### config.mk
export PLATFORM = sky130hd
export DESIGN_NAME = pc_sequencer
export DESIGN_NICKNAME = d
export VERILOG_FILES = /design/src/hw/fetch_pkg.sv /design/src/hw/pc_sequencer.sv
export SDC_FILE = /design/constraint.sdc
export NUM_CORES = 1
export LEC_CHECK = 0
export ABC_AREA = 1
export BUFFER_PORTS_ARGS = -buffer_cell sky130_fd_sc_hd__buf_4
export CAP_MARGIN = 40
export CORE_MARGIN = 2
export CORE_UTILIZATION = 53
export CTS_CLUSTER_SIZE = 16
export DETAILED_ROUTE_END_ITERATION = 7
export GPL_TIMING_DRIVEN = 0
export HOLD_SLACK_MARGIN = 0.03
export PLACE_DENSITY = 0.81
export SYNTH_ARGS = -nofsm -noshare
export SYNTH_HDL_FRONTEND = slang
export SYNTH_SLANG_ARGS = --single-unit
### constraint.sdc
create_clock -name bus -period 2.5 [get_ports bus]
set_clock_uncertainty 0.1 [all_clocks]
set_input_delay 0.5 -clock bus [delete_from_list [all_inputs] [get_ports bus]]
set_output_delay 0.5 -clock bus [all_outputs]
set_load 0.02 [all_outputs]
### src/hw/fetch_pkg.sv
package fetch_pkg;

	////////////////////////////////////////////////////////////////////////////
	// Sizes of the fetch datapath
	////////////////////////////////////////////////////////////////////////////

	// Byte address space of the program counter
	localparam int pc_width = 12;
	// Word addressing into the instruction RAM
	localparam int imem_addr_width = 10;
	localparam int imem_depth = 1024;
	localparam int word_width = 32;
	// Debug index reaches the first 32 words only
	localparam int debug_addr_width = 5;
	// UART bit period in bus cycles
	localparam int clks_per_bit = 16;
	// Sequential step in bytes
	localparam int pc_step = 4;

	////////////////////////////////////////////////////////////////////////////
	// Bundles passed between the fetch blocks
	////////////////////////////////////////////////////////////////////////////

	// Control from the core
	typedef struct packed {
		logic                pc_en;
		logic                debug;
		logic                branch;
		logic                jalr;
		logic [pc_width-1:0] branch_offset;
	} fetch_ctrl_t;

	// Word write from the UART loader
	typedef struct packed {
		logic                       en;
		logic [imem_addr_width-1:0] addr;
		logic [word_width-1:0]      data;
	} imem_write_t;

	// Fetch read request with the pc riding along
	typedef struct packed {
		logic                       en;
		logic [imem_addr_width-1:0] addr;
		logic [pc_width-1:0]        pc;
	} imem_read_t;

	// Instruction together with the address it came from
	typedef struct packed {
		logic [pc_width-1:0]   pc;
		logic [word_width-1:0] ins;
	} fetch_out_t;

	// UART receiver states
	typedef enum logic [1:0] {
		rx_idle,
		rx_start,
		rx_data,
		rx_stop
	} rx_state_t;

endpackage

### src/hw/pc_sequencer.sv
`timescale 1ns/1ps

module pc_sequencer (
	input  logic                   bus,
	input  logic                   reset,
	input  fetch_pkg::fetch_ctrl_t ctrl,
	input  logic                   loading,
	output fetch_pkg::imem_read_t  rd
);
	import fetch_pkg::*;

	logic [pc_width-1:0] pc;
	logic [pc_width-1:0] next_pc;
	logic [pc_width-1:0] seq_pc;
	logic [pc_width-1:0] branch_pc;
	logic                step_en;
	logic                offset_used;

	////////////////////////////////////////////////////////////////////////////
	// Next address selection
	////////////////////////////////////////////////////////////////////////////

	// Core advances only when enabled and not in debug
	assign step_en = ctrl.pc_en && !ctrl.debug;

	// All sums wrap at pc_width
	assign seq_pc    = pc + pc_width'(pc_step);
	assign branch_pc = pc + ctrl.branch_offset;

	// Jump register target beats branch which beats step
	always_comb begin
		if (ctrl.jalr) begin
			next_pc = ctrl.branch_offset;
		end else if (ctrl.branch) begin
			next_pc = branch_pc;
		end else begin
			next_pc = seq_pc;
		end
	end

	// PC register
	always_ff @(posedge bus) begin
		if (reset || loading) begin
			// Held at zero while a new program streams in
			pc <= '0;
		end else if (step_en) begin
			pc <= next_pc;
		end
	end

	// Read request toward the RAM
	assign rd.en   = step_en;
	assign rd.addr = pc[pc_width-1:2];
	assign rd.pc   = pc;

	////////////////////////////////////////////////////////////////////////////
	// Checks
	////////////////////////////////////////////////////////////////////////////

	// Offset actually feeds the next pc this cycle
	assign offset_used = step_en && (ctrl.jalr || ctrl.branch);

	// Aligned pc and aligned offsets keep the pc aligned
	a_pc_aligned : assert property (@(posedge bus) disable iff (reset)
		(pc[1:0] == 2'b00 && !(offset_used && ctrl.branch_offset[1:0] != 2'b00))
		|=> pc[1:0] == 2'b00)
		else $error("pc lost word alignment");

	// Loader activity parks the pc at zero on the next cycle
	a_pc_cleared : assert property (@(posedge bus) loading |=> pc == '0)
		else $error("pc not cleared while loading");

endmodule

; Yosys cells after proc, flatten, opt, wreduce, memory -nomap -nowiden
; Cells that the tools add are included.
; Widths: inputs -> output; s select.
[word_totals]
reg_bits = 12
in_bits = 19
output_inout_bits = 23
wordCells = 8
[op_classes]
addsub = 2
muxes = 2
n_reduce_logical = 3
[op_table]
columns = cell, n
row1 = $mux 12, 2
row2 = $add 12x12->12, 1
row3 = $add 12x3->12 const B, 1
row4 = $logic_and 1x1->1, 1
row5 = $logic_not 1->1, 1
row6 = $logic_or 1x1->1, 1

; Depth between registers and ports, before layout
[logic_depth]
depth_word = 3
ltp_mapped = 14
mapped_depth_nobuf = 14

; Least setup slack after synthesis
; OpenSTA, ideal clock, no wires.
[synth_path]
kind = input port to flip-flop
startpoint = input ctrl[0] (netlist name)
endpoint = register pc[4]
setup_time_ps = 72
arrival_ps = 1795
required_time_ps = 2328
path_slack_ps = 533
stages = 10
n_path_buf = 0
path_cell_list = ha_1 -> fa_1 -> nand2_1 -> nand2_1 -> o21ai_2 -> xnor2_1 -> nand2_1 -> a21oi_1 -> o21ai_0 -> a21oi_1
[synth_via]
elab_chain_len = 3
[synth_rtl]
columns = element, line
row1 = start: declaration, pc_sequencer.sv:6  ; input fetch_pkg::fetch_ctrl_t ctrl,
row2 = $add 12x12->12, pc_sequencer.sv:28  ; assign branch_pc = pc + ctrl.branch_offset;
row3 = $mux 12, pc_sequencer.sv:34  ; end else if (ctrl.branch) begin
row4 = $mux 12, pc_sequencer.sv:32  ; if (ctrl.jalr) begin
row5 = end signal: assignment, pc_sequencer.sv:47  ; pc <= next_pc;
row6 = end: declaration, pc_sequencer.sv:12  ; logic [pc_width-1:0] pc;
; No other way between the ends.
; A chain may end at the register's enable or synchronous reset.

; Worst setup path in the final report
[layout_path]
startpoint = register pc[2]
endpoint = register pc[9]
[layout_via]
elab_chain_len = 3
elab_cells_between_ends = 4
cone_classes = 2 x add/sub / 2 x mux
[layout_rtl]
columns = element, line
row1 = $add 12x3->12 or $add 12x12->12 (tied branches), "pc_sequencer.sv:27, pc_sequencer.sv:28"
row2 = $mux 12 *, pc_sequencer.sv:34
row3 = $mux 12 *, pc_sequencer.sv:32
; Mark *: on every way between the ends. The rest lies on a longest branch, timed or not.

==> summary.md <==
| Metric | Value |
|---|---|
| Status | `completed` |
| Multiplexer share of the synthesized area | `0.656%` |
| Clk sinks | `12` |
| Worst-path clk slew | `0.10 ns` |
| DRC | `0` |
| Multi-input gate area | `1050 um^2` |
| H-tree lvl count | `1` |
| Core area | `2730 um^2` |
| Cts bufs inserted | `3` |
| VDD IR max | `0.273 mV` |
| Max Slew Vio Count | `0` |
| Die area | `3320 um^2` |
| Worst Hold Class | `primary input to flop` |
| Pin count of the biggest net entering global routing | `11` |
| Total of max-cap violations | `0` |
| Worst Path Max Fanout | `10` |
| Top cell type's share of synthesized area | `15.8%` |
| Layout cells sized above 1 | `23.3%` |
| Chip height | `57.6 um` |
| Post-synthesis xor/xnor area fraction | `3.45%` |
| Syn Std Cell Area | `1530 um^2` |
| CP arrival | `2.15 ns` |
| Max clock buf depth | `2` |
| Async set-reset flop share out of synthesis | `0%` |
| Fin crit period | `2.03 ns` |
| Max reg flops | `12` |
| Initial drt markers | `73` |
| Period utilisation layout | `81.0%` |
| Type of origin of the critical path | `flop` |
| Leak pwr | `0.963 nW` |
| CP required | `2.62 ns` |
| Top flop regs | `pc: 12 flops` |
| Worst slew margin | `70.9%` |
| Horiz. Die Dim | `57.6 um` |
| Gr usage total | `24.8%` |
| Non-Filler Cell Area, Final | `1890 um^2` |
| Initial Utilization | `55.8%` |
| Crit. End Element | `flop` |
| Antenna Nets Post-Route | `0` |
| Port Buffers | `40` |
| Ys Warns | `0` |
| Ports | `42` |
| First-pass GRT wire length | `6530 um` |
| DR vias | `1,721` |
| Post-Synth Adder-Cell Area | `11.2%` |
| Avg Inst Size Synth | `6.03 um^2` |
| Vias in the first global route | `1,566` |
| Worst Max-Slew Pin Slew | `0.435 ns` |
| Synth Instances | `253` |
| Sequential fraction of the synthesis area | `15.8%` |
| Ant diodes | `0` |
| Fin Setup TNS | `0 ns` |
| Crit path kind | `flop to flop` |
| Area Growth Syn to Fin | `23.7%` |
| Drt pass-1 iters | `4` |
| CTS tree | `yes` |
| Final WL | `3920 um` |
| Placement Cell Area | `1860 um^2` |
| Simple-gate share of the synthesized area | `37.7%` |
| FP Rows | `19` |
| Synth top area cells | `dfxtp_1 (16%), nand2_1 (16%), ha_1 (9.8%), nor2_1 (9.1%), a21oi_1 (6.2%)` |
| Layout filler cell count | `266` |
| Register Area | `240 um^2` |
| Hold Fails Final Rpt | `0` |
| DP HPWL | `3070 um` |
| CTS root buf | `clkbuf_4` |
| Via density | `5.26` |
| Initial antenna violation count | `0` |
| Compound-Gate Fraction of Synth Area | `15.8%` |
| Synth Register Bits | `12` |
| Nets | `330` |
| GRT overflow | `0` |
| Unique masters post-synth | `32` |
| Clock latency on the worst-skew pair | `0.29 ns` |
| Number of synthesized flops with an enable pin | `0` |
| Primary FF master, synth | `dfxtp_1` |
| Leading area contributor after synthesis | `dfxtp_1` |
| GP Congestion | `0.886` |
| Post-cts sizing count | `0` |
| PD cells | `280 nW/um^2` |
| Final setup fails | `0` |
| Largest Register | `pc` |
| Wirelength per Cell | `12.0 um` |
| Synthesized net count | `285` |
| Unrepaired setup endpoints after global routing | `false` |
| # hold bufs at CTS | `0` |
| FMAX | `0.494 GHz` |
| Worst hold slack | `0.393 ns` |
| Setup Buffers After CTS | `0` |
| Largest family of logic cells by synthesized area | `simple AND/OR/NAND/NOR gates` |
-- placed cells by master (no fill, tap or decap), types with 3 or more instances in the layout --
cell type,Yosys,routed
nand4_1,4,4
nand2_1,64,64
clkinv_1,3,3
ha_1,12,12
a31oi_1,3,3
nor3_1,3,3
xor2_1,3,3
nand3_1,19,19
nor2_2,3,3
inv_1,22,22
o21ai_0,13,13
buf_4,11,51
o21ai_1,4,4
dfxtp_1,12,12
xnor2_1,3,3
nor2_1,37,37
clkbuf_4,0,3
a21oi_1,19,19
-- cells in the mapped netlist, types with 2 or more instances --
cell       n
a31oi_1    3
dfxtp_1   12
a21oi_1   19
ha_1      12
inv_1     22
nor3_1     3
buf_4     11
nand2_2    2
nor2_2     3
nand2_1   64
o21ai_0   13
clkinv_1   3
clkbuf_8   2
o21ai_1    4
nor2_1    37
nand4_1    4
xor2_1     3
xnor2_1    3
a21oi_2    2
nand3_1   19
-- critical path: stages (launching register included) --
cell and delay, ns:
dfxtp_1 0.58, ha_1 0.39, a21oi_2 0.20, nand2_2 0.10, nand2_1 0.08, nand2_2 0.06
nand2_1 0.08, nand2_1 0.05, nand2_1 0.05, nand3_1 0.06, nand2_1 0.06, nand2_1 0.04
a21oi_1 0.11
-- cells by family (layout without fill, tap and decap cells) --
family / count (synthesis) / in the layout
buffers and inverters: 42 / 85
xor gates and xnor gates: 6 / 6
AOI/OAI and AO/OA: 44 / 44
adders and majority gates: 13 / 13
and+or+nand+nor: 135 / 135
DFF: 12 / 12
muxes: 1 / 1
-- metrics by stage --
stage	std cells	utilization [%]	worst slack [ns]	total power, W
after floorplan	253	-	0.533	0.000335
after global placement	324	68.2	0.241	0.000398
after detailed placement	324	68.2	0.244	0.000400
after CTS	327	69.0	0.499	0.000529
after global routing	327	69.0	0.343	0.000560
final	327	69.0	0.474	0.000527
-- area by class of cell --
type / instances / area share, %
timing repair buffer: 40 / 15.9
inverter: 26 / 5.17
buffer: 16 / 7.36
multi-input combinational: 199 / 55.6
tap: 31 / 2.06
clock buffer: 3 / 1.19
sequential: 12 / 12.7
-- report_power, final --
| part | internal, W | switching, W |
|---|---|---|
| Sequential | 0.000196 | 0.00000988 |
| Combinational | 0.0000846 | 0.000106 |
| Clock | 0.0000559 | 0.0000747 |
-- layer usage --
metal | up-vias | GRT usage (%) | wire, um
met3 | 7 | 2.90 | 260
li1 | 901 | - | -
met4 | 0 | 8.64 | 57
met2 | 60 | 41.2 | 1850
met5 | - | 0 | 0
met1 | 753 | 33.2 | 1750
-- worst paths after layout --
check,startpoint,end,slack (ns),cells past startpoint
min reg2reg,pc[11],pc[11],0.45,2
min,ctrl[12],pc[1],0.39,3
max,pc[2],pc[9],0.47,12
max reg2reg,pc[2],pc[9],0.47,12
No activity file was read; power rests on OpenSTA's default activity.
