File: src/hw/fetch_pkg.sv
package fetch_pkg;

	////////////////////////////////////////////////////////////////////////////
	// Sizes of the fetch datapath
	////////////////////////////////////////////////////////////////////////////

	// Byte address space of the program counter
	localparam int pc_width = 12;
	// Word addressing into the instruction RAM
	localparam int imem_addr_width = 10;
	localparam int imem_depth = 1024;
	localparam int word_width = 32;
	// Debug index reaches the first 32 words only
	localparam int debug_addr_width = 5;
	// UART bit period in bus cycles
	localparam int clks_per_bit = 16;
	// Sequential step in bytes
	localparam int pc_step = 4;

	////////////////////////////////////////////////////////////////////////////
	// Bundles passed between the fetch blocks
	////////////////////////////////////////////////////////////////////////////

	// Control from the core
	typedef struct packed {
		logic                pc_en;
		logic                debug;
		logic                branch;
		logic                jalr;
		logic [pc_width-1:0] branch_offset;
	} fetch_ctrl_t;

	// Word write from the UART loader
	typedef struct packed {
		logic                       en;
		logic [imem_addr_width-1:0] addr;
		logic [word_width-1:0]      data;
	} imem_write_t;

	// Fetch read request with the pc riding along
	typedef struct packed {
		logic                       en;
		logic [imem_addr_width-1:0] addr;
		logic [pc_width-1:0]        pc;
	} imem_read_t;

	// Instruction together with the address it came from
	typedef struct packed {
		logic [pc_width-1:0]   pc;
		logic [word_width-1:0] ins;
	} fetch_out_t;

	// UART receiver states
	typedef enum logic [1:0] {
		rx_idle,
		rx_start,
		rx_data,
		rx_stop
	} rx_state_t;

endpackage

File: src/hw/uart_word_loader.sv
`timescale 1ns/1ps

module uart_word_loader (
	input  logic                   bus,
	input  logic                   reset,
	input  logic                   prog,
	input  logic                   rx,
	output fetch_pkg::imem_write_t wr,
	output logic                   loading
);
	import fetch_pkg::*;

	logic                            rx_meta;
	logic                            rx_sync;
	rx_state_t                       state;
	logic [$clog2(clks_per_bit)-1:0] clk_cnt;
	logic [2:0]                      bit_idx;
	logic [7:0]                      rx_byte;
	logic                            half_bit;
	logic                            full_bit;
	logic                            stop_ok;
	logic                            prog_q;
	logic                            prog_rise;
	logic [1:0]                      byte_cnt;
	logic [word_width-1:0]           word_q;
	logic [imem_addr_width-1:0]      addr_q;
	logic                            wr_en_q;

	////////////////////////////////////////////////////////////////////////////
	// Serial receiver
	////////////////////////////////////////////////////////////////////////////

	// Two flop synchronizer on a line that idles high
	always_ff @(posedge bus) begin
		if (reset) begin
			rx_meta <= 1'b1;
			rx_sync <= 1'b1;
		end else begin
			rx_meta <= rx;
			rx_sync <= rx_meta;
		end
	end

	// Mid start bit and every full period after it
	assign half_bit = int'(clk_cnt) == clks_per_bit / 2 - 1;
	assign full_bit = int'(clk_cnt) == clks_per_bit - 1;
	// Good stop bit completes the byte
	assign stop_ok  = (state == rx_stop) && full_bit && rx_sync;

	always_ff @(posedge bus) begin
		if (reset) begin
			state   <= rx_idle;
			clk_cnt <= '0;
			bit_idx <= '0;
		end else begin
			case (state)
				rx_idle: begin
					clk_cnt <= '0;
					bit_idx <= '0;
					if (!rx_sync) state <= rx_start;
				end
				rx_start: begin
					if (half_bit) begin
						clk_cnt <= '0;
						// Glitch shorter than half a bit goes back to idle
						state   <= rx_sync ? rx_idle : rx_data;
					end else begin
						clk_cnt <= clk_cnt + 1'b1;
					end
				end
				rx_data: begin
					if (full_bit) begin
						clk_cnt <= '0;
						bit_idx <= bit_idx + 1'b1;
						if (bit_idx == 3'd7) state <= rx_stop;
					end else begin
						clk_cnt <= clk_cnt + 1'b1;
					end
				end
				rx_stop: begin
					// Low stop bit just drops the byte
					if (full_bit) begin
						clk_cnt <= '0;
						state   <= rx_idle;
					end else begin
						clk_cnt <= clk_cnt + 1'b1;
					end
				end
				default: state <= rx_idle;
			endcase
		end
	end

	// LSB first shift
	always_ff @(posedge bus) begin
		if (state == rx_data && full_bit) rx_byte <= {rx_sync, rx_byte[7:1]};
	end

	////////////////////////////////////////////////////////////////////////////
	// Word assembly and write address
	////////////////////////////////////////////////////////////////////////////

	assign prog_rise = prog && !prog_q;

	always_ff @(posedge bus) begin
		if (reset) begin
			prog_q   <= 1'b0;
			loading  <= 1'b0;
			byte_cnt <= '0;
			addr_q   <= '0;
			wr_en_q  <= 1'b0;
		end else begin
			prog_q  <= prog;
			wr_en_q <= 1'b0;
			if (prog_rise) loading <= 1'b1;
			else if (!prog) loading <= 1'b0;
			if (prog_rise) begin
				// New program starts at word zero
				byte_cnt <= '0;
				addr_q   <= '0;
			end else begin
				if (wr_en_q) addr_q <= addr_q + 1'b1;
				if (stop_ok && loading && prog) begin
					byte_cnt <= byte_cnt + 1'b1;
					// Fourth byte closes the word
					if (byte_cnt == 2'd3) wr_en_q <= 1'b1;
				end
			end
		end
	end

	// Little endian so the first byte ends up in the low lane
	always_ff @(posedge bus) begin
		if (stop_ok && loading) word_q <= {rx_byte, word_q[word_width-1:8]};
	end

	assign wr.en   = wr_en_q;
	assign wr.addr = addr_q;
	assign wr.data = word_q;

	// One pulse per word
	a_wr_single : assert property (@(posedge bus) disable iff (reset) wr.en |=> !wr.en)
		else $error("write strobe held for two cycles");

	a_wr_loading : assert property (@(posedge bus) disable iff (reset) wr.en |-> loading)
		else $error("write issued outside programming mode");

endmodule

File: config.mk
export PLATFORM = sky130hd
export DESIGN_NAME = uart_word_loader
export DESIGN_NICKNAME = d
export VERILOG_FILES = /design/src/hw/fetch_pkg.sv /design/src/hw/uart_word_loader.sv
export SDC_FILE = /design/constraint.sdc
export NUM_CORES = 1
export LEC_CHECK = 0
export ABC_CLOCK_PERIOD_IN_PS = 3100
export BUFFER_PORTS_ARGS = -buffer_cell sky130_fd_sc_hd__buf_2
export CORE_ASPECT_RATIO = 0.8
export CORE_MARGIN = 2
export CORE_UTILIZATION = 35
export DETAILED_ROUTE_END_ITERATION = 10
export PLACE_DENSITY = 0.52
export SETUP_SLACK_MARGIN = 0.05
export SYNTH_ARGS = -nofsm -noshare
export SYNTH_HDL_FRONTEND = slang
export SYNTH_SLANG_ARGS = --single-unit
File: constraint.sdc
create_clock -name bus -period 3.1 [get_ports bus]
set_clock_uncertainty 0.15 [all_clocks]
set_input_delay 0.155 -clock bus [delete_from_list [all_inputs] [get_ports bus]]
set_output_delay 0.155 -clock bus [all_outputs]
set_load 0.02 [all_outputs]
Word-level counts from Yosys, hierarchy flattened
Index checks and enable logic that the tools add are counted.

operators by class
  add/sub/neg operators = 4
  eq/ne operators = 13
  mux-type cells = 15
  bitwise logic cells = 1
  reductions and logical operators = 14

operators with widths
  operator                                                count
  2-to-1 mux 2 bit                                        6
  case mux 4 bit (3 select lines)                         1
  adder 10 x 1 -> 10 bit (second input constant)          1
  inequality test 2 bit (second input constant)           5
  2-to-1 mux 4 bit                                        2
  case mux 2 bit (4 select lines)                         1
  equality test 2 bit (second input constant)             3
  logical AND 1 bit                                       6
  case mux 3 bit (2 select lines)                         1
  AND reduction 5 bit                                     1
  adder 4 x 1 -> 4 bit (second input constant)            1
  equality test 4 x 1 -> 1 bit (second input constant)    1
  equality test 4 bit (second input constant)             1
  OR reduction 2 bit                                      2
  adder 3 x 1 -> 3 bit (second input constant)            1
  equality test 3 bit (second input constant)             1
  2-to-1 mux 1 bit                                        3
  2-to-1 mux 3 bit                                        1
  OR reduction 3 bit                                      1
  adder 2 x 1 -> 2 bit (second input constant)            1
  equality test 2 x 1 -> 1 bit (second input constant)    1
  logical NOT 2 bit                                       1
  inequality test 2 x 1 -> 1 bit (second input constant)  1
  AND reduction 2 bit                                     1
  other kinds (3)                                         3

word-level totals
  register bits after elaboration = 66
  input port bits = 4

Longest topological paths before layout
Gate-level depths: netlist (run 1).

  depth in word-level cells = 7
  mapped depth = 4
  mapped depth without buffers = 4

Worst setup path before layout (run 1)
No wires, ideal clock.

  path kind = reg-to-reg
  start = reg clk_cnt[0]
  end = reg word_q[0] (enable)
  setup time = 0.421 ns
  data arrival time = 2.207 ns
  path slack = 0.322 ns
  stages on the path, launching flop included = 4
  path buffers = 0
  period minus slack after synthesis = 2.778 ns
  cell sequence = dfxtp_1 ha_1 nand4_1 nor2_1

on the way
  word-level cells in the longest chain between the ends = 4

ends and longest elaborated chain
  what                             RTL line                 source
  from (decl)                      uart_word_loader.sv:16   logic [$clog2(clks_per_bit)-1:0] clk_cnt;
  from (signal assigned)           uart_word_loader.sv:68   clk_cnt <= clk_cnt + 1'b1;
  from (signal assigned)           uart_word_loader.sv:77   clk_cnt <= clk_cnt + 1'b1;
  from (signal assigned)           uart_word_loader.sv:86   clk_cnt <= clk_cnt + 1'b1;
  equality test 4 x 1 -> 1 bit     uart_word_loader.sv:46   assign full_bit = int'(clk_cnt) == clks_per_bit - 1;
  logical AND 1 bit (2 in series)  uart_word_loader.sv:48   assign stop_ok = (state == rx_stop) && full_bit && rx_sync;
  logical AND 1 bit                uart_word_loader.sv:134  if (stop_ok && loading) word_q <= {rx_byte, word_q[word_width-1:8]};
  to (signal assigned)             uart_word_loader.sv:134
  to (decl)                        uart_word_loader.sv:25   logic [word_width-1:0] word_q;

Every way passes these cells.
A chain may end at the register's enable or synchronous reset.

Final worst setup path (run 1)
  start = reg clk_cnt[0]
  end = reg rx_byte[6] (enable)

on the way
  word-level cells in the longest chain between the ends = 2

ends and longest elaborated chain
  what                          RTL line                source
  equality test 4 x 1 -> 1 bit  uart_word_loader.sv:46
  logical AND 1 bit             uart_word_loader.sv:96  if (state == rx_data && full_bit) rx_byte <= {rx_sync, rx_byte[7:1]};
  to (signal assigned)          uart_word_loader.sv:96
  to (decl)                     uart_word_loader.sv:18  logic [7:0] rx_byte;

Every way passes these cells.

==> results of run 1 <==
==> registers in the layout, summed over array words and instances, names as in the netlist, named ones only <==
name	flops
clk_cnt	4
addr_q	10
loading	1
rx_sync	1
state	1
byte_cnt	2
prog_q	1
word_q	32
bit_idx	3
wr_en_q	1
rx_byte	8
rx_meta	1
==> cells in the final DEF, fill, tap and decap left out, drive strengths merged, types with 2 or more instances in the layout <==
cell type	instances
a211o	2
a21oi	7
buf	49
bufinv	2
clkbuf	9
clkinv	4
dfxtp	26
dlygate4sd3	3
edfxtp	40
ha	5
inv	9
mux2i	3
nand2	6
nand3	5
nand4	6
nor2	11
nor3	2
nor4	2
o211ai	3
o21ai	6
o31ai	4
or2	2
or3	2
or4	4
or4b	2
xnor2	2
xor2	4
==> through the flow <==
step	power, mW	util, %	std cells
finish	1.74	45.5	315
global route	1.81	45.5	315
CTS	1.77	45.5	315
detailed placement	0.971	41.7	296
global placement	0.971	41.7	296
floorplan	0.962	-	170
==> layout make-up <==
type,instances,area [µm²],share of cell area (%)
Timing Repair Buffer,52,280,9.47
Multi-Input combinational cell,88,601,20.3
Clock inverter,7,93.8,3.17
Clock buffer,9,124,4.19
Tap cell,84,105,3.55
Sequential cell,66,1720,58.2
Inverter,9,33.8,1.14
==> worst register-to-register path, delay by kind of cell (launching register included) <==
| family | cells | cell delay [ns] |
|---|---|---|
| flops | 1 | 0.35 |
| simple gates | 2 | 0.85 |
| fa+ha+maj | 1 | 0.28 |
==> per-layer routing <==
metal	up-vias	wire length [µm]	share of wire (%)
met1	701	1960	49
met2	40	1750	44
met4	0	44	1.1
met5	-	0	0
met3	5	263	6.5
li1	747	-	-
==> power groups by stage <==
| stage | Sequential, mW | Combinational [mW] | Clock, mW |
|---|---|---|---|
| final | 0.929 | 0.0244 | 0.785 |
| after detailed placement | 0.949 | 0.0219 | 0 |
| after floorplan | 0.947 | 0.0152 | 0 |
| after global placement | 0.949 | 0.0222 | 0 |
| after global routing | 0.929 | 0.0273 | 0.855 |
| after CTS | 0.929 | 0.0248 | 0.814 |
==> logic make-up (layout without fill, tap and decap cells) <==
group / after synthesis / in the layout / synth area share (%)
AOI/OAI and AO/OA: 28 / 28 / 7.70
xor gates and xnor gates: 6 / 6 / 2.20
adders and majority gates: 5 / 5 / 2.62
buffers and inverters: 16 / 77 / 2.88
DFF: 66 / 66 / 72.1
muxes: 3 / 3 / 1.26
and+or+nand+nor: 46 / 46 / 11.3
==> worst min-delay path by stage <==
stage / to / slack (ns)
finish: rx_sync / 0.26
global route: rx_sync / 0.27
CTS: rx_sync / 0.26
detailed placement: rx_meta / 0.20
global placement: rx_meta / 0.20
floorplan: rx_meta / 0.11
==> results.md, run 1 <==
| Metric | Reported | Unit |
|---|---|---|
| Beginning of the worst register-to-register path | clk_cnt[0] | - |
| Worst reg2reg path endpoint | rx_byte[6] | - |
| PostCTS Resize Cnt | 0 | - |
| Cell row count | 26 | - |
| Worst EP required | 2.93 | ns |
| Filler cell count in the final layout | 603 | - |
| Post-detailed-route wirelength per cell | 12.8 | µm |
| Most common flop cell mapped by yosys | edfxtp_1 | - |
| Ports placed on the boundary | 48 | - |
| Setup_tns | 0 | ns |
| Clock Root Buffer | clkbuf_8 | - |
| Antenna Violating Nets Remaining | 0 | - |
| Switching power share of the total | 20.3 | % |
| Post-synthesis cell type with the largest combined area | edfxtp_1 | - |
| Htree depth | 3 | - |
| Die boundary height | 77.9 | µm |
| Count of routing violations after the opening detailed-route iteration | 97 | - |
| Worst setup path category | reg -> reg | - |
| Syn nets | 179 | - |
| Number of buffers inserted by post-CTS setup repair | 0 | - |
| Hold Violations, Final | 0 | - |
| TritonCTS buffer count | 9 | - |
| Crit-path max cell delay | 0.56 | ns |
| Final setup violation count | 0 | - |
| Net count, final | 235 | - |
| Hold_ws | 0.257 | ns |
| Fraction of layout cells with a size suffix above 1 | 29.9 | % |
| Run status | completed | - |
| Post-route minimum period | 1.99 | ns |
| First drt pass iteration count | 4 | - |
| Routing usage on met3 | 7.09 | % |
| Synthesized area per cell | 14.1 | µm² |
| Sinks on the clock net | 66 | - |
| Number of hold-repair buffers added at the cts stage | 3 | - |
| Area of the core | 6510 | µm² |
| HP Class | reg -> reg | - |
| DP Area | 2710 | µm² |
| Post-route fraction of the period consumed by the critical path | 64.1 | % |
| Area grow syn2layout | 23.9 | % |
| Reg2reg path depth | 3 | - |
| Total power divided by cell area | 587 | nW/µm² |
| Actual transition at the worst max-transition pin | 0.600 | ns |
| First-pass GRT wire length | 6550 | µm |
| Total of max-cap violations | 0 | - |
| Gpl congestion | 0.731 | - |
| Worst setup path endpoint | rx_byte[6] | - |
| Share of power burned in the clock network | 45.2 | % |
| Met1 usage in global routing | 15.2 | % |
| Most numerous cell in the Yosys netlist | edfxtp_1 | - |
| Maximum number of pins on one net before global-route repair | 33 | - |
| Die width | 96.4 | µm |
| Die area | 7510 | µm² |
| Peak fanout along the critical path | 8 | - |
| Startpoint of the worst hold path | rx_meta | - |
| Starting density of the core | 36.7 | % |
| Sequential cell fraction of total power | 53.4 | % |
| Netlist area before placement | 2390 | µm² |
| Synth Instances | 170 | - |
| Internal | 1.38 | mW |
| Max Fclk | 503 | MHz |
| Number of antenna violations at the first check in global routing | 0 | - |
| Top cell type's share of synthesized area | 50.3 | % |
| Register-to-register path setup slack | 1.11 | ns |
| Number of distinct library cells after synthesis | 37 | - |
| List of most frequent post-synthesis cells | 40 x edfxtp_1, 26 x dfxtp_1, 11 x nor2_1, 9 x inv_1, 7 x a21oi_1 | - |
| Detailed placement HPWL | 2630 | µm |
| Dominant delay contributor by cell family on the critical path | simple AND/OR/NAND/NOR gates | - |
| Post-synthesis sequential element count | 66 | - |
| Total number of vias | 1493 | - |
| GRT Resource Usage Total | 11.9 | % |
| Setup repair after global routing missed its margin | false | - |
| Clock-pin transition on the worst setup and hold timing paths | 0.07 | ns |
| DR vias/cell | 4.74 | - |
| Routed wire length | 4030 | µm |
| Path length in cells of the critical path | 3 | - |
| Worst slew margin relative to its limit | 59.8 | % |
| Worst Hold Depth | 1 | - |
| Number of global-route vias before repair | 1370 | - |
| Largest cells by area after synthesis | edfxtp_1 50%, dfxtp_1 22%, ha_1 2.6% | - |
| Startpoint types | flip-flop | - |
| Clock tree from TritonCTS | done | - |
| Critical path cell sequence | ha_1 -> nand4_1 -> nor2_1 | - |
| Max Slew Vio Count | 0 | - |
| Part of the power in combinational logic | 1.4 | % |
| Share of synthesized area occupied by flip-flops and latches | 72.1 | % |
| Smallest setup slack after layout | 1.11 | ns |
| Global route total overflow | 0 | - |
| Clock Latency Late Sink | 0.34 | ns |
| Buffer depth of the longest clock path | 2 | - |
| Antenna diodes | 0 | - |
| Max rail drop VDD | 251 | µV |
| DRC violation count after routing | 0 | - |
| Static Leakage | 1.09 | nW |
| Global route hottest layer | met2 | - |
| Number of buffer and inverter instances along the worst setup path | 0 | - |
| Slowest library cell on the worst path | nor2_1 | - |
| Critical path capture point type | flip-flop | - |
| Post-Layout Inst Area | 2960 | µm² |
| Number of enable-type register cells in the synthesized netlist | 40 | - |
| Worst setup startpoint | clk_cnt[0] | - |
| Net switching power | 0.354 | mW |
| Async set-or-reset flop fraction in the synthesized netlist | 0 | % |
| Count of warnings emitted by yosys | 0 | - |
| PortBufs | 47 | - |
| GR met2 Demand/Resource | 16.5 | % |
| Arrival time reported for the critical path endpoint | 1.81 | ns |
| Dpl ws | 1.08 | ns |
No activity file was read; power rests on OpenSTA's default activity.
==> run 2: changes to the inputs <==
--- a/config.mk
+++ b/config.mk
@@ -5,7 +5,7 @@
 export SDC_FILE = /design/constraint.sdc
 export NUM_CORES = 1
 export LEC_CHECK = 0
-export ABC_CLOCK_PERIOD_IN_PS = 3100
+export ABC_CLOCK_PERIOD_IN_PS = 2000
 export BUFFER_PORTS_ARGS = -buffer_cell sky130_fd_sc_hd__buf_2
 export CORE_ASPECT_RATIO = 0.8
 export CORE_MARGIN = 2
==> constraint.sdc (replaced) <==
create_clock -name bus -period 2 [get_ports bus]
set_clock_uncertainty 0.15 [all_clocks]
set_input_delay 0.1 -clock bus [delete_from_list [all_inputs] [get_ports bus]]
set_output_delay 0.1 -clock bus [all_outputs]
set_load 0.02 [all_outputs]
==> results.md, run 2 (synthesis gave the netlist of run 1 again) <==
| Metric | Reported | Unit | vs previous |
|---|---|---|---|
| Cell row count | 26 | - | unchanged |
| Number of global-route vias before repair | 1483 | - | was 1370 |
| DR vias/cell | 4.85 | - | was 4.74 |
| Critical path capture point type | flip-flop | - | unchanged |
| Highest signal layer in the routed design | met4 | - | unchanged |
| First-pass GRT wire length | 7000 | µm | was 6550 µm |
| Reg area | 1720 | µm² | unchanged |
| Fraction of layout cells with a size suffix above 1 | 32.1 | % | was 29.9% |
| Global route total overflow | 0 | - | unchanged |
| Routed wire length | 4240 | µm | was 4030 µm |
| GRT Resource Usage Total | 12.5 | % | was 11.9% |
| Worst EP required | 2.14 | ns | was 2.93 ns |
| Post-detailed-route wirelength per cell | 13.2 | µm | was 12.8 µm |
| Met1 Routed Length | 2010 | µm | was 1960 µm |
| Area grow syn2layout | 25.8 | % | was 23.9% |
| Max Slew Vio Count | 0 | - | unchanged |
| Die width | 96.4 | µm | unchanged |
| Largest registers ranked by flip-flop count | word_q (32), addr_q (10), rx_byte (8) | - | unchanged |
| Static Leakage | 1.12 | nW | was 1.09 nW |
| Die boundary height | 77.9 | µm | unchanged |
| Dpl ws | 0.411 | ns | was 1.08 ns |
| Antenna diodes | 0 | - | unchanged |
| Detailed placement HPWL | 2870 | µm | was 2630 µm |
| Clock-pin transition on the worst setup and hold timing paths | 0.07 | ns | about the same |
| Area of the core | 6510 | µm² | unchanged |
| Setup repair after global routing missed its margin | false | - | unchanged |
| Commonest non-fill, non-tap cells in the layout | 47 x buf_2, 40 x edfxtp_1, 26 x dfxtp_1, 10 x nor2_1 | - | unchanged |
| Total number of vias | 1557 | - | was 1493 |
| Startpoint types | flip-flop | - | unchanged |
| Actual transition at the worst max-transition pin | 0.362 | ns | was 0.600 ns |
| Die area | 7510 | µm² | unchanged |
| Setup_tns | 0 | ns | unchanged |
| Most common cell after layout, fill and taps aside | buf_2 | - | unchanged |
| Net count, final | 241 | - | was 235 |
| Run status | completed | - | unchanged |
| PortBufs | 47 | - | unchanged |
| Final setup violation count | 0 | - | unchanged |
| Clock Root Buffer | clkbuf_8 | - | unchanged |
| Ports placed on the boundary | 48 | - | unchanged |
| Worst slew margin relative to its limit | 75.2 | % | was 59.8% |
| Total of max-cap violations | 0 | - | unchanged |
| Starting density of the core | 36.7 | % | unchanged |
| Hold Violations, Final | 0 | - | unchanged |
| Critical path cell sequence | ha_1 -> buf_4 -> nand3_1 -> a2111oi_0 -> a211o_1 | - | was ha_1 -> nand4_1 -> nor2_1 |
| Number of antenna violations at the first check in global routing | 0 | - | unchanged |
| Sinks on the clock net | 66 | - | unchanged |
| Htree depth | 3 | - | unchanged |
| Crit-path max cell delay | 0.39 | ns | was 0.56 ns |
| Antenna Violating Nets Remaining | 0 | - | unchanged |
| Max reg flops | 32 | - | unchanged |
| Number of buffer and inverter instances along the worst setup path | 1 | - | was 0 |
| Arrival time reported for the critical path endpoint | 1.74 | ns | was 1.81 ns |
| Max rail drop VDD | 385 | µV | was 251 µV |
| PostCTS Resize Cnt | 0 | - | unchanged |
| Area of the multi-input gates | 606 | µm² | was 601 µm² |
| Register with the most flip-flops | word_q | - | unchanged |
| Dominant delay contributor by cell family on the critical path | compound AO/OA/AOI/OAI gates | - | was simple AND/OR/NAND/NOR gates |
| Count of routing violations after the opening detailed-route iteration | 92 | - | was 97 |
| Max Fclk | 622 | MHz | was 503 MHz |
| HP Class | reg -> reg | - | unchanged |
| Total power divided by cell area | 862 | nW/µm² | was 587 nW/µm² |
| TritonCTS buffer count | 9 | - | unchanged |
| Post-route minimum period | 1.61 | ns | was 1.99 ns |
| Clock tree from TritonCTS | done | - | unchanged |
| Metal3 WL | 283 | µm | was 263 µm |
| DRC violation count after routing | 0 | - | unchanged |
| Slowest library cell on the worst path | a2111oi_0 | - | was nor2_1 |
| Post-route fraction of the period consumed by the critical path | 80.3 | % | was 64.1% |
| Buffer depth of the longest clock path | 2 | - | unchanged |
| Gpl congestion | 0.766 | - | was 0.731 |
| Sum of met2 wire segment lengths after detailed routing | 1930 | µm | was 1750 µm |
| Clock Latency Late Sink | 0.34 | ns | about the same |
| Filler cell count in the final layout | 583 | - | was 603 |
| Maximum number of pins on one net before global-route repair | 33 | - | unchanged |
| Smallest setup slack after layout | 0.393 | ns | was 1.11 ns |
| First drt pass iteration count | 4 | - | unchanged |
| Worst setup path category | reg -> reg | - | unchanged |
| Peak fanout along the critical path | 5 | - | was 8 |
==> run 2: cell type report <==
cell class / instances / share of cell area, %
Sequential cell: 66 / 57.3
Multi-Input combinational cell: 88 / 20.1
Timing Repair Buffer: 58 / 11.2
Clock buffer: 9 / 4.12
Tap cell: 84 / 3.50
Clock inverter: 7 / 2.58
Inverter: 9 / 1.12
==> run 2: worst register-to-register path: cells and delay by family, from the launching register on <==
family                   cells  cell delay, ns
AO/OA/AOI/OAI                2            0.57
buffers and inverters        1            0.14
adder cells (fa/ha/maj)      1            0.18
AND/OR/NAND/NOR              1            0.16
flip-flops                   1            0.36
==> run 2: where the power goes <==
group	switching (mW)	internal [mW]	total (mW)	leakage (nW)
Combinational	0.0260	0.0178	0.0439	0.451
Sequential	0.00611	1.43	1.44	0.570
Clock	0.526	0.585	1.11	0.100
==> run 2: per-stage QoR <==
step                utilization [%]  power (mW)  cells  area, µm²  hold WS (ns)
CTS                            46.2        2.64    321       3010         0.266
global route                   46.2        2.71    321       3010         0.294
detailed placement             42.6        1.51    302       2770         0.139
global placement               42.6        1.51    302       2770         0.143
floorplan                         -        1.49    170       2400        0.0538
finish                         46.2        2.59    321       3010         0.266
==> run 2: per-layer routing <==
layer / GRT usage [%] / vias up
li1: - / 767
met1: 16.3 / 746
met2: 17.8 / 42
met3: 6.41 / 2
met4: 4.65 / 0
met5: 0 / -
==> run 2: worst paths after layout <==
check / start / to / slack (ns) / cells past startpoint
setup / recovery: clk_cnt[0] / state[0] / 0.39 / 5
hold / removal: rx_meta / rx_sync / 0.27 / 1
setup reg to reg: clk_cnt[0] / state[0] / 0.39 / 5
hold reg to reg: rx_meta / rx_sync / 0.27 / 1
==> run 2: timing repair <==
| action | CTS | global route |
|---|---|---|
| hold endpoints to repair | 8 | 0 |
| hold buffers | 3 | 0 |
| buffers inserted | 0 | 0 |
==> run 3: changes to the inputs <==
--- a/config.mk
+++ b/config.mk
@@ -5,13 +5,14 @@
 export SDC_FILE = /design/constraint.sdc
 export NUM_CORES = 1
 export LEC_CHECK = 0
-export ABC_CLOCK_PERIOD_IN_PS = 2000
+export ABC_AREA = 1
+export ABC_CLOCK_PERIOD_IN_PS = 1400
 export BUFFER_PORTS_ARGS = -buffer_cell sky130_fd_sc_hd__buf_2
 export CORE_ASPECT_RATIO = 0.8
 export CORE_MARGIN = 2
 export CORE_UTILIZATION = 35
 export DETAILED_ROUTE_END_ITERATION = 10
-export PLACE_DENSITY = 0.52
+export PLACE_DENSITY = 0.54
 export SETUP_SLACK_MARGIN = 0.05
 export SYNTH_ARGS = -nofsm -noshare
 export SYNTH_HDL_FRONTEND = slang
==> constraint.sdc (replaced) <==
create_clock -name bus -period 1.4 [get_ports bus]
set_clock_uncertainty 0.15 [all_clocks]
set_input_delay 0.07 -clock bus [delete_from_list [all_inputs] [get_ports bus]]
set_output_delay 0.07 -clock bus [all_outputs]
set_load 0.02 [all_outputs]
==> results.md, run 3 <==
| Metric | Reported | Unit | vs previous |
|---|---|---|---|
| Syn nets | 197 | - | was 179 |
| Global route total overflow | 0 | - | unchanged |
| Post-detailed-route wirelength per cell | 12.0 | µm | was 13.2 µm |
| Count of warnings emitted by yosys | 0 | - | unchanged |
| Slowest library cell on the worst path | dfxtp_2 | - | was a2111oi_0 |
| Violations in the final reports | negative setup slack | - |  |
| Startpoint types | flip-flop | - | unchanged |
| Post-Layout Cell Count | 367 | - | was 321 |
| Crit-path max cell delay | 0.35 | ns | was 0.39 ns |
| Total number of vias | 1603 | - | was 1557 |
| Detailed placement HPWL | 2900 | µm | was 2870 µm |
| Reg2reg path depth | 5 | - | unchanged |
| Max reg flops | 32 | - | unchanged |
| Routed wire length | 4400 | µm | was 4240 µm |
| Post-synthesis sequential element count | 66 | - | unchanged |
| Final total power | 3.80 | mW | was 2.59 mW |
| Cell row count | 26 | - | unchanged |
| Total of max-cap violations | 0 | - | unchanged |
| Async set-or-reset flop fraction in the synthesized netlist | 0 | % | unchanged |
| Max Fclk | 631 | MHz | was 622 MHz |
| Actual transition at the worst max-transition pin | 0.260 | ns | was 0.362 ns |
| Worst setup path endpoint | word_q[0] | - | was state[0] |
| GRT Resource Usage Total | 12.9 | % | was 12.5% |
| Area of the core | 6510 | µm² | unchanged |
| Number of enable-type register cells in the synthesized netlist | 40 | - | unchanged |
| Starting density of the core | 36.9 | % | was 36.7% |
| Clock-pin transition on the worst setup and hold timing paths | 0.08 | ns | was 0.07 ns |
| Commonest non-fill, non-tap cells in the layout | 46 x buf_2, 40 x edfxtp_1, 26 x buf_4, 22 x nand2_1, 18 x nor2_1 | - | was 47 x buf_2, 40 x edfxtp_1, 26 x dfxtp_1, 10 x nor2_1 |
| Share of synthesized area occupied by flip-flops and latches | 71.7 | % | was 72.1% |
| Reg area | 1740 | µm² | was 1720 µm² |
| DR vias/cell | 4.37 | - | was 4.85 |
| Number of global-route vias before repair | 1546 | - | was 1483 |
| Post-synthesis cell type with the largest combined area | edfxtp_1 | - | unchanged |
| Antenna Violating Nets Remaining | 0 | - | unchanged |
| Number of antenna violations at the first check in global routing | 0 | - | unchanged |
| Run status | finished with violations | - | was completed |
| Post-route minimum period | 1.59 | ns | was 1.61 ns |
| Dominant delay contributor by cell family on the critical path | flip-flops | - | was compound AO/OA/AOI/OAI gates |
| Smallest setup slack after layout | -0.185 | ns | was 0.393 ns |
| PortBufs | 47 | - | unchanged |
| Clock tree from TritonCTS | done | - | unchanged |
| First-pass GRT wire length | 7420 | µm | was 7000 µm |
| Largest registers ranked by flip-flop count | word_q (32), addr_q (10), rx_byte (8) | - | unchanged |
| Worst setup path category | reg -> reg | - | unchanged |
| Dpl ws | -0.182 | ns | was 0.411 ns |
| Clock Latency Late Sink | 0.34 | ns | about the same |
| Worst setup startpoint | clk_cnt[1] | - | was clk_cnt[0] |
| HP Class | reg -> reg | - | unchanged |
| Die width | 96.6 | µm | was 96.4 µm |
| Number of distinct library cells after synthesis | 34 | - | was 37 |
| Fin util | 52.3 | % | was 46.2% |
| Max Slew Vio Count | 0 | - | unchanged |
| Post-route fraction of the period consumed by the critical path | 113 | % | was 80.3% |
| Beginning of the worst register-to-register path | clk_cnt[1] | - | was clk_cnt[0] |
| Htree depth | 3 | - | unchanged |
| Die area | 7540 | µm² | was 7510 µm² |
| Worst reg2reg path endpoint | word_q[0] | - | was state[0] |
| Most common cell after layout, fill and taps aside | buf_2 | - | unchanged |
| Buffer depth of the longest clock path | 2 | - | unchanged |
| Die boundary height | 78.1 | µm | was 77.9 µm |
| Sinks on the clock net | 66 | - | unchanged |
| Most common flop cell mapped by yosys | edfxtp_1 | - | unchanged |
| Netlist area before placement | 2400 | µm² | was 2390 µm² |
| TritonCTS buffer count | 9 | - | unchanged |
| Total power divided by cell area | 1120 | nW/µm² | was 862 nW/µm² |
| Number of buffer and inverter instances along the worst setup path | 2 | - | was 1 |
| Final setup violation count | 48 | - | was 0 |
| Synthesized area per cell | 12.8 | µm² | was 14.1 µm² |
| Count of routing violations after the opening detailed-route iteration | 56 | - | was 92 |
| Antenna diodes | 0 | - | unchanged |
| Register with the most flip-flops | word_q | - | unchanged |
| Register-to-register path setup slack | -0.19 | ns | was 0.39 ns |
| Most numerous cell in the Yosys netlist | edfxtp_1 | - | unchanged |
| List of most frequent post-synthesis cells | 40 x edfxtp_1, 27 x nand2_1, 26 x dfxtp_1, 20 x nor2_1, 13 x inv_1 | - | was 40 x edfxtp_1, 26 x dfxtp_1, 11 x nor2_1, 9 x inv_1, 7 x a21oi_1 |
| Area of the multi-input gates | 726 | µm² | was 606 µm² |
| Worst slew margin relative to its limit | 82.6 | % | was 75.2% |
| Arrival time reported for the critical path endpoint | 1.49 | ns | was 1.74 ns |
| Setup repair after global routing missed its margin | true | - | was false |
| Hold Violations, Final | 0 | - | unchanged |
| Area grow syn2layout | 41.8 | % | was 25.8% |
| Worst EP required | 1.31 | ns | was 2.14 ns |
| Clock Root Buffer | clkbuf_8 | - | unchanged |
| Critical path cell sequence | ha_4 -> nand3_4 -> nor4_4 -> buf_4 -> buf_8 | - | was ha_1 -> buf_4 -> nand3_1 -> a2111oi_0 -> a211o_1 |
| Largest cells by area after synthesis | edfxtp_1 50%, dfxtp_1 22%, nand2_1 4.2% | - | was edfxtp_1 50%, dfxtp_1 22%, ha_1 2.6% |
| Placed Instances | 335 | - | was 302 |
| Fraction of layout cells with a size suffix above 1 | 49.1 | % | was 32.1% |
| DRC violation count after routing | 0 | - | unchanged |
| Top cell type's share of synthesized area | 50.0 | % | was 50.3% |
| Critical path capture point type | flip-flop | - | unchanged |
| Peak fanout along the critical path | 8 | - | was 5 |
| Maximum number of pins on one net before global-route repair | 14 | - | was 33 |
| Ports placed on the boundary | 48 | - | unchanged |
| First drt pass iteration count | 4 | - | unchanged |
| Static Leakage | 1.37 | nW | was 1.12 nW |
| Synth Instances | 188 | - | was 170 |
| Path length in cells of the critical path | 5 | - | unchanged |
| Net count, final | 287 | - | was 241 |
| Max rail drop VDD | 536 | µV | was 385 µV |
| Gpl congestion | 0.740 | - | was 0.766 |
| Filler cell count in the final layout | 588 | - | was 583 |
## run 3: cell families after synthesis
kind of cell	share of synthesized area [%]
simple gates	16.8
flops	71.7
buf+inv	3.65
compound gates	4.12
fa+ha+maj	2.61
xor+xnor	1.09
## run 3: metrics by stage
| stage | instance area, µm² | setup TNS, ns | hold slack [ns] |
|---|---|---|---|
| after floorplan | 2460 | -30.91 | 0.0238 |
| after global placement | 2940 | -5.90 | 0.102 |
| after detailed placement | 2940 | -7.27 | 0.106 |
| after CTS | 3390 | -6.21 | 0.263 |
| after global routing | 3410 | -10.42 | 0.279 |
| final | 3410 | -6.82 | 0.261 |
## run 3: power breakdown
part / switching [mW] / leakage [nW] / internal, mW
clock network: 0.752 / 0.0998 / 0.833
logic: 0.0944 / 0.697 / 0.0690
registers: 0.0105 / 0.575 / 2.05
## run 3: worst min-delay path by stage
stage | start | end | cells past startpoint
floorplan | rx | rx_meta | 1
global placement | rx | rx_meta | 2
detailed placement | rx | rx_meta | 2
CTS | rx_meta | rx_sync | 1
global route | rx_meta | rx_sync | 1
finish | rx_meta | rx_sync | 1
## run 3: routing by layer
metal,up-vias,global-route usage (%),part of all wire (%)
li1,825,-,-
met2,39,18.8,43
met5,-,0,0
met4,0,6.34,1.5
met1,732,16.9,50
met3,7,4.99,5.8
## run 3: cell type report
class | count | area share (%)
sequential | 66 | 51.0
multi-input combinational | 103 | 21.3
timing repair buffer | 83 | 17.0
clock buffer | 9 | 3.64
tap | 84 | 3.09
clock inverter | 7 | 2.28
inverter | 15 | 1.65
## run 3: what timing repair did
item	4_1_cts	5_1_grt
hold buffers	3	0
pin swaps	8	7
cloned	3	0
setup buffers	10	4
resized for setup	14	21
endpoints found under the hold margin	12	0
endpoints found under the setup margin	51	55
